$ cat config.mk
export PLATFORM = sky130hd
export DESIGN_NAME = issue_unit_top
export DESIGN_NICKNAME = d
export VERILOG_FILES = /design/src/source/issue_pkg.sv /design/src/source/issue_if.sv /design/src/source/issue_select.sv /design/src/source/issue_unit_top.sv /design/src/source/psel_gen.sv /design/src/source/rs_table.sv
export VERILOG_INCLUDE_DIRS = /design/src /design/src/source
export SDC_FILE = /design/constraint.sdc
export NUM_CORES = 1
export LEC_CHECK = 0
export ABC_AREA = 1
export BUFFER_PORTS_ARGS = -buffer_cell sky130_fd_sc_hd__buf_2
export CORE_AREA = 2 2 174 210
export DETAILED_ROUTE_END_ITERATION = 6
export DIE_AREA = 0 0 176 212
export PLACE_DENSITY_LB_ADDON = 0.05
export SETUP_SLACK_MARGIN = 0.02
export SYNTH_ARGS = -nofsm -noshare
export SYNTH_HDL_FRONTEND = slang
export SYNTH_SLANG_ARGS = --single-unit
export TNS_END_PERCENT = 10
$ cat constraint.sdc
create_clock -name clock -period 3.3 [get_ports clock]
set_input_delay 0 -clock clock [delete_from_list [all_inputs] [get_ports clock]]
set_output_delay 0 -clock clock [all_outputs]
set_load 0.01 [all_outputs]
$ cat src/source/issue_defs.svh
`ifndef ISSUE_DEFS_SVH
`define ISSUE_DEFS_SVH

// reservation station depth
`define RS_SIZE 8

// issue lanes leaving the selector each cycle
`define ISSUE_WIDTH 3

// physical register tag width
`define TAG_W 6

// opcode field width
`define OP_W 5

`endif

$ cat src/source/issue_pkg.sv
`include "issue_defs.svh"

package issue_pkg;

  // physical register tag, as carried by dispatch and the cdb
  typedef logic [`TAG_W-1:0] tag_t;

  // operation code, passed through untouched
  typedef logic [`OP_W-1:0] opcode_t;

  // one bit per reservation station entry
  // used for ready, free and grant vectors
  typedef logic [`RS_SIZE-1:0] rs_vec_t;

  // one bit per issue lane
  typedef logic [`ISSUE_WIDTH-1:0] lane_vec_t;

endpackage

$ cat src/source/issue_if.sv
`timescale 1ns/10ps
`include "issue_defs.svh"

interface issue_if;
  import issue_pkg::*;

  // entry is valid with both sources ready
  rs_vec_t ready;

  // per-entry payload as stored in the table
  opcode_t opcode [`RS_SIZE];
  tag_t    dest   [`RS_SIZE];
  tag_t    src1   [`RS_SIZE];
  tag_t    src2   [`RS_SIZE];

  // entries taken by any lane this cycle, cleared at the next edge
  rs_vec_t grant;

  modport tbl    (output ready, opcode, dest, src1, src2, input grant);
  modport select (input ready, opcode, dest, src1, src2, output grant);
  modport props  (input ready, opcode, dest, src1, src2, grant);

endinterface

$ cat src/source/issue_select.sv
`timescale 1ns/10ps
`include "issue_defs.svh"

module issue_select (
  input  logic                clock,
  input  logic                rst,
  issue_if.select             sel,
  output issue_pkg::lane_vec_t issue_valid,
  output issue_pkg::opcode_t  issue_opcode [`ISSUE_WIDTH],
  output issue_pkg::tag_t     issue_dest   [`ISSUE_WIDTH],
  output issue_pkg::tag_t     issue_src1   [`ISSUE_WIDTH],
  output issue_pkg::tag_t     issue_src2   [`ISSUE_WIDTH]
);
  import issue_pkg::*;

  // one-hot grant per lane over the table entries
  logic [`ISSUE_WIDTH-1:0][`RS_SIZE-1:0] lane_gnt;

  // next-state of the issue register
  lane_vec_t valid_d;
  opcode_t   op_d   [`ISSUE_WIDTH];
  tag_t      dest_d [`ISSUE_WIDTH];
  tag_t      src1_d [`ISSUE_WIDTH];
  tag_t      src2_d [`ISSUE_WIDTH];

  // lane 0 lowest, lane 1 highest, lane 2 lowest of the rest
  psel_gen #(
    .REQS  (`ISSUE_WIDTH),
    .WIDTH (`RS_SIZE)
  ) u_lane_sel (
    .req     (sel.ready),
    .gnt     (sel.grant),
    .gnt_bus (lane_gnt),
    .empty   ()
  );

  // grants are one-hot so an OR of the masked entries picks each lane payload
  always_comb begin
    for (int l = 0; l < `ISSUE_WIDTH; l++) begin
      // a lane fires whenever it holds a grant
      valid_d[l]  = |lane_gnt[l];
      op_d[l]     = '0;
      dest_d[l]   = '0;
      src1_d[l]   = '0;
      src2_d[l]   = '0;
      for (int i = 0; i < `RS_SIZE; i++) begin
        if (lane_gnt[l][i]) begin
          op_d[l]   = op_d[l] | sel.opcode[i];
          dest_d[l] = dest_d[l] | sel.dest[i];
          src1_d[l] = src1_d[l] | sel.src1[i];
          src2_d[l] = src2_d[l] | sel.src2[i];
        end
      end
    end
  end

  always_ff @(posedge clock) begin
    if (rst) begin
      issue_valid <= '0;
    end else begin
      issue_valid <= valid_d;
    end
  end

  // payload only loads on a live lane
  always_ff @(posedge clock) begin
    for (int l = 0; l < `ISSUE_WIDTH; l++) begin
      if (valid_d[l]) begin
        issue_opcode[l] <= op_d[l];
        issue_dest[l]   <= dest_d[l];
        issue_src1[l]   <= src1_d[l];
        issue_src2[l]   <= src2_d[l];
      end
    end
  end

endmodule

$ cat src/source/issue_unit_top.sv
`timescale 1ns/10ps
`include "issue_defs.svh"

module issue_unit_top (
  input  logic                 clock,
  input  logic                 rst,
  input  logic                 dispatch_valid,
  input  issue_pkg::opcode_t   dispatch_opcode,
  input  issue_pkg::tag_t      dispatch_dest,
  input  issue_pkg::tag_t      dispatch_src1,
  input  logic                 dispatch_src1_ready,
  input  issue_pkg::tag_t      dispatch_src2,
  input  logic                 dispatch_src2_ready,
  input  logic                 cdb_valid,
  input  issue_pkg::tag_t      cdb_tag,
  output logic                 rs_full,
  output issue_pkg::lane_vec_t issue_valid,
  output issue_pkg::opcode_t   issue_opcode [`ISSUE_WIDTH],
  output issue_pkg::tag_t      issue_dest   [`ISSUE_WIDTH],
  output issue_pkg::tag_t      issue_src1   [`ISSUE_WIDTH],
  output issue_pkg::tag_t      issue_src2   [`ISSUE_WIDTH]
);

  // ready vector, payloads and grants between the two stages
  issue_if u_if ();

  // stage 1, entry storage with allocation and wakeup
  rs_table u_rs_table (
    .clock               (clock),
    .rst                 (rst),
    .dispatch_valid      (dispatch_valid),
    .dispatch_opcode     (dispatch_opcode),
    .dispatch_dest       (dispatch_dest),
    .dispatch_src1       (dispatch_src1),
    .dispatch_src1_ready (dispatch_src1_ready),
    .dispatch_src2       (dispatch_src2),
    .dispatch_src2_ready (dispatch_src2_ready),
    .cdb_valid           (cdb_valid),
    .cdb_tag             (cdb_tag),
    .rs_full             (rs_full),
    .tbl                 (u_if.tbl)
  );

  // stage 2, selector and issue register
  issue_select u_issue_select (
    .clock        (clock),
    .rst          (rst),
    .sel          (u_if.select),
    .issue_valid  (issue_valid),
    .issue_opcode (issue_opcode),
    .issue_dest   (issue_dest),
    .issue_src1   (issue_src1),
    .issue_src2   (issue_src2)
  );

endmodule

$ cat src/source/psel_gen.sv
`timescale 1ns/10ps

module psel_gen #(
  parameter int REQS  = 3,
  parameter int WIDTH = 8
) (
  input  logic [WIDTH-1:0]            req,
  output logic [WIDTH-1:0]            gnt,
  output logic [REQS-1:0][WIDTH-1:0]  gnt_bus,
  output logic                        empty
);

  // requests still open while walking the grant lines
  logic [WIDTH-1:0] remain;

  // single-grant selector
  // isolates the lowest set bit, or the highest one when from_top is set
  function automatic logic [WIDTH-1:0] pick_one(
    input logic [WIDTH-1:0] v,
    input logic             from_top
  );
    logic [WIDTH-1:0] r;
    logic [WIDTH-1:0] g;
    logic [WIDTH-1:0] res;
    // reverse bit order for highest-first search
    for (int k = 0; k < WIDTH; k++) begin
      r[k] = from_top ? v[WIDTH-1-k] : v[k];
    end
    // two's complement trick keeps only the lowest one
    g = r & (~r + WIDTH'(1));
    // undo the reversal so the grant lines up with req
    for (int k = 0; k < WIDTH; k++) begin
      res[k] = from_top ? g[WIDTH-1-k] : g[k];
    end
    return res;
  endfunction

  // nothing requested at all
  assign empty = ~(|req);

  // grant lines alternate direction
  // even lines take lowest remaining, odd lines take highest remaining
  always_comb begin
    remain = req;
    gnt    = '0;
    for (int j = 0; j < REQS; j++) begin
      gnt_bus[j] = pick_one(remain, (j % 2) != 0);
      // later lines never see a bit already granted
      remain     = remain & ~gnt_bus[j];
      // combined grant vector over all lines
      gnt        = gnt | gnt_bus[j];
    end
  end

endmodule

$ cat src/source/rs_table.sv
`timescale 1ns/10ps
`include "issue_defs.svh"

module rs_table (
  input  logic              clock,
  input  logic              rst,
  input  logic              dispatch_valid,
  input  issue_pkg::opcode_t dispatch_opcode,
  input  issue_pkg::tag_t   dispatch_dest,
  input  issue_pkg::tag_t   dispatch_src1,
  input  logic              dispatch_src1_ready,
  input  issue_pkg::tag_t   dispatch_src2,
  input  logic              dispatch_src2_ready,
  input  logic              cdb_valid,
  input  issue_pkg::tag_t   cdb_tag,
  output logic              rs_full,
  issue_if.tbl              tbl
);
  import issue_pkg::*;

  // control state per entry
  rs_vec_t valid;
  rs_vec_t s1_rdy;
  rs_vec_t s2_rdy;

  // payload per entry
  opcode_t op_q   [`RS_SIZE];
  tag_t    dest_q [`RS_SIZE];
  tag_t    src1_q [`RS_SIZE];
  tag_t    src2_q [`RS_SIZE];

  // allocation
  rs_vec_t free_vec;
  rs_vec_t alloc_oh;
  logic    no_free;
  logic    alloc_en;

  // cdb hitting the instruction being dispatched right now
  logic    wake1_new;
  logic    wake2_new;

  assign free_vec = ~valid;

  // lowest-index free entry, single grant line
  psel_gen #(
    .REQS  (1),
    .WIDTH (`RS_SIZE)
  ) u_free_sel (
    .req     (free_vec),
    .gnt     (alloc_oh),
    .gnt_bus (),
    .empty   (no_free)
  );

  assign rs_full  = no_free;
  // dispatch while full is dropped
  assign alloc_en = dispatch_valid & ~no_free;

  assign wake1_new = cdb_valid && (dispatch_src1 == cdb_tag);
  assign wake2_new = cdb_valid && (dispatch_src2 == cdb_tag);

  // grant only ever hits valid entries and alloc only free ones,
  // so the three cases per entry never overlap
  always_ff @(posedge clock) begin
    if (rst) begin
      valid  <= '0;
      s1_rdy <= '0;
      s2_rdy <= '0;
    end else begin
      for (int i = 0; i < `RS_SIZE; i++) begin
        if (tbl.grant[i]) begin
          // issued this cycle, entry goes back to the free pool
          valid[i] <= 1'b0;
        end else if (alloc_en && alloc_oh[i]) begin
          valid[i]  <= 1'b1;
          s1_rdy[i] <= dispatch_src1_ready | wake1_new;
          s2_rdy[i] <= dispatch_src2_ready | wake2_new;
        end else if (cdb_valid && valid[i]) begin
          // tag wakeup of waiting sources
          if (src1_q[i] == cdb_tag) begin
            s1_rdy[i] <= 1'b1;
          end
          if (src2_q[i] == cdb_tag) begin
            s2_rdy[i] <= 1'b1;
          end
        end
      end
    end
  end

  // payload written on allocation only
  always_ff @(posedge clock) begin
    for (int i = 0; i < `RS_SIZE; i++) begin
      if (alloc_en && alloc_oh[i]) begin
        op_q[i]   <= dispatch_opcode;
        dest_q[i] <= dispatch_dest;
        src1_q[i] <= dispatch_src1;
        src2_q[i] <= dispatch_src2;
      end
    end
  end

  // entry can issue once valid with both operands available
  assign tbl.ready  = valid & s1_rdy & s2_rdy;
  assign tbl.opcode = op_q;
  assign tbl.dest   = dest_q;
  assign tbl.src1   = src1_q;
  assign tbl.src2   = src2_q;

endmodule

==> out/metrics.cfg <==
[setup_path]
cp_max_fo=16
startpoint_type=flop
required_ns=3.67
max_stage_delay_ns=0.61
crit_path_frequent_cell=nand2_4
crit_slowest_cell=nand3_1
critPathKind=reg2reg
critical_path.endpoint_type=flop
worstPathArrival_ns=3.25
crit_chain=nand3_4 > nand2_4 > nor2_4 > nand2_2 > nand2_4 > nand2_4 > nor2_1 > nand3_1 > buf_4 > o2111ai_1

[place]
io_buffers=107
dp_hpwl_mm=37.7
pre_cts_ws_ns=0.545
placed_cell_area_um2=15200
gp_congestion=0.982

[flow_run]
maxCapViolCount=0

[power_and_ir_drop]
max-vdd-ir-drop_mv=0.371
power.total_mw=7.60
switching_share_pct=22.4
p_int_mw=5.90
p_seq_share_pct=51.6
p_clk_share_pct=44.2
p_sw_mw=1.70
p_per_area_nw_per_um2=462
leakagePower_nw=6.22
comb_power_share_pct=4.3

[cts]
cts_buffers=30
clk_pin_slew_ns=0.06
cts_tree=built
cts_buffer_depth=3
cts.sinks=280
htree_levels=1
clk_latency_ns=0.59
root_buffer=clkbuf_16
post-cts-setup-buffers=0

[sta]
hold_viol_final=0
fin_crit_ns=2.88
final.setup.worst_slack_ns=0.418
clock_skew_ns=0.0335
fin_tns_setup_ns=0
setup_violations=0
drv_slew=0
fin_crit_sh_pct=87.3
slew_headroom_pct=36.7
rsz0062_at_grt=no
fmax_ghz=0.347
worst_pin_slew_ns=0.937

[global_routing]
grt-ovfl-total=0
grt_max_degree=26
grt_use_met3_pct=3.56
globalRouteTotalUtil_pct=28.8
grt_pass1_wl_mm=77.2
antenna_found_initial=0
top_usage_layer=met2
grt_pass1_vias=11200
grt_util_met2_pct=45.2
grt_use_met1_pct=39.7

[layout]
synthToLayoutAreaGrowth_pct=18.6
final_nets=1581
final_common_cell=edfxtp_1
num_antenna_cells=0
design_area_um2=16500
nFillCells=3391
layout-drive-gt1-share_pct=18.2
final_cell_mix=edfxtp_1 (253), nand2_1 (202), inv_1 (185), buf_2 (107), nor2_1 (98)
fin_util_pct=46.4

[synthesis]
synthFlopType=edfxtp_1
yosys.cell_types.count=46
yosysTopAreaCell=edfxtp_1
syn_inst=1386
synthArstFlopShare_pct=0
yosysTopAreaCellShare_pct=54.8
ys_seq_elements=280
synth_nets=1421
synth.avg_cell_area_um2=10.0
ys_seq_area_share_pct=58.7
synth_area_leaders=edfxtp_1 (55%), nand2_1 (5.5%), inv_1 (5.0%)
syn_area_um2=13900
yosysWarnings=0
synth_edf_count=253

[route]
totalWireLength_mm=53.9
drtPass1Iterations=6
drtIter0Drc=1536
wl_per_cell_um=26.5
route.detailed.drc=0
via_per_inst=5.83
vias=11900
antenna_left=0

[floorplan]
core-area_um2=35500
die_h_um=212
die-width_um=176
io_pins=108
dieArea_um2=37300
start_util_pct=39.1
rows=76

[run_status]
status=finished clean

[worst_hold_path]
hold_path_class=in2reg

state kept, by name (all words and copies together), names as in the netlist:
| signal | cells |
|---|---|
| u_rs_table.tbl.dest | 48 |
| u_rs_table.tbl.src1 | 48 |
| u_rs_table.tbl.src2 | 48 |
| u_rs_table.tbl.opcode | 40 |
| u_issue_select.issue_dest | 18 |
| u_issue_select.issue_src1 | 18 |
| u_issue_select.issue_src2 | 18 |
| u_issue_select.issue_opcode | 15 |
| u_rs_table.s1_rdy | 8 |
| u_rs_table.s2_rdy | 8 |
| u_rs_table.valid | 8 |
| u_issue_select.issue_valid | 3 |
power by group through the flow:
stage	Clock [mW]	Sequential (mW)	Combinational [mW]
4_1_cts	3.42	3.92	0.320
5_1_grt	3.54	3.92	0.346
2_1_floorplan	0	3.99	0.144
6_report	3.36	3.92	0.324
3_3_place_gp	0	3.99	0.294
3_5_place_dp	0	3.99	0.294
logic make-up after synthesis:
| family | count (synthesis) | synth area share [%] |
|---|---|---|
| flops | 280 | 58.7 |
| compound gates | 350 | 15.6 |
| xor+xnor | 29 | 1.83 |
| buf+inv | 261 | 7.58 |
| simple gates | 466 | 16.3 |
critical path: cells and delay by family, from the launching register on:
family | cells | cell delay, ns
AND/OR/NAND/NOR | 8 | 1.63
buffers and inverters | 1 | 0.42
AO/OA/AOI/OAI | 1 | 0.26
flip-flops | 1 | 0.37
metrics by stage:
step	hold WS (ns)	std cells
CTS	0.0386	2038
global route	0.0686	2038
detailed placement	0.286	1955
finish	0.0223	2038
floorplan	0.0691	1386
global placement	0.274	1955
synth_stat cells, types with 2 or more instances:
library cell  number
nor2_1           104
inv_4              2
buf_1              5
a221oi_1          13
a31oi_1            2
nand3_2           23
a211oi_1          20
a21oi_1           92
o31ai_1            6
nand2_4            8
buf_2             18
xnor2_1           13
o21ai_1            2
a2111oi_0          2
nand2_1          202
nand3_4            2
inv_2              6
clkinv_1           2
buf_6              4
o2111ai_1         36
edfxtp_1         253
o22ai_1           68
o21ai_0           84
o41ai_1            4
nor3_1             4
clkbuf_1          37
xor2_1            16
nand4_1           44
inv_1            185
nor2_4             3
dfxtp_1           27
nand2_2           18
nand3_1           51
o211ai_1          18
worst paths after layout:
kind	from	endpoint	slack (ns)	cells after the start
worst max-delay path	u_rs_table.valid[0]$_SDFFE_PP0P_	u_issue_select.issue_dest[8]$_DFFE_PP_	0.42	10
worst min-delay path	dispatch_src2_ready	u_rs_table.s2_rdy[2]$_SDFFE_PP0P_	0.02	5
worst max register to register	u_rs_table.valid[0]$_SDFFE_PP0P_	u_issue_select.issue_dest[8]$_DFFE_PP_	0.42	10
worst min register to register	u_rs_table.s1_rdy[3]$_SDFFE_PP0P_	u_rs_table.s1_rdy[3]$_SDFFE_PP0P_	0.46	2
per-layer routing:
layer	share of wire (%)	up-vias	routed length, um
met5	0	-	0
met4	5.0	0	2710
met3	8.0	127	4310
met2	45	663	24200
met1	42	5812	22800
li1	-	5280	-
layout make-up:
| type | count | area, um^2 | share of cell area, % |
|---|---|---|---|
| multi-input combinational | 845 | 4710 | 28.6 |
| timing repair buffer | 194 | 1320 | 8.01 |
| inverter | 195 | 737 | 4.48 |
| tap | 468 | 586 | 3.56 |
| clock inverter | 14 | 136 | 0.829 |
| clock buffer | 42 | 827 | 5.03 |
| sequential | 280 | 8140 | 49.5 |
timing repair:
action	4_1_cts	5_1_grt
hold buffers	27	0
gates resized for setup	0	0
endpoints found under the hold margin	194	0
Power figures use the tool's default switching activity.
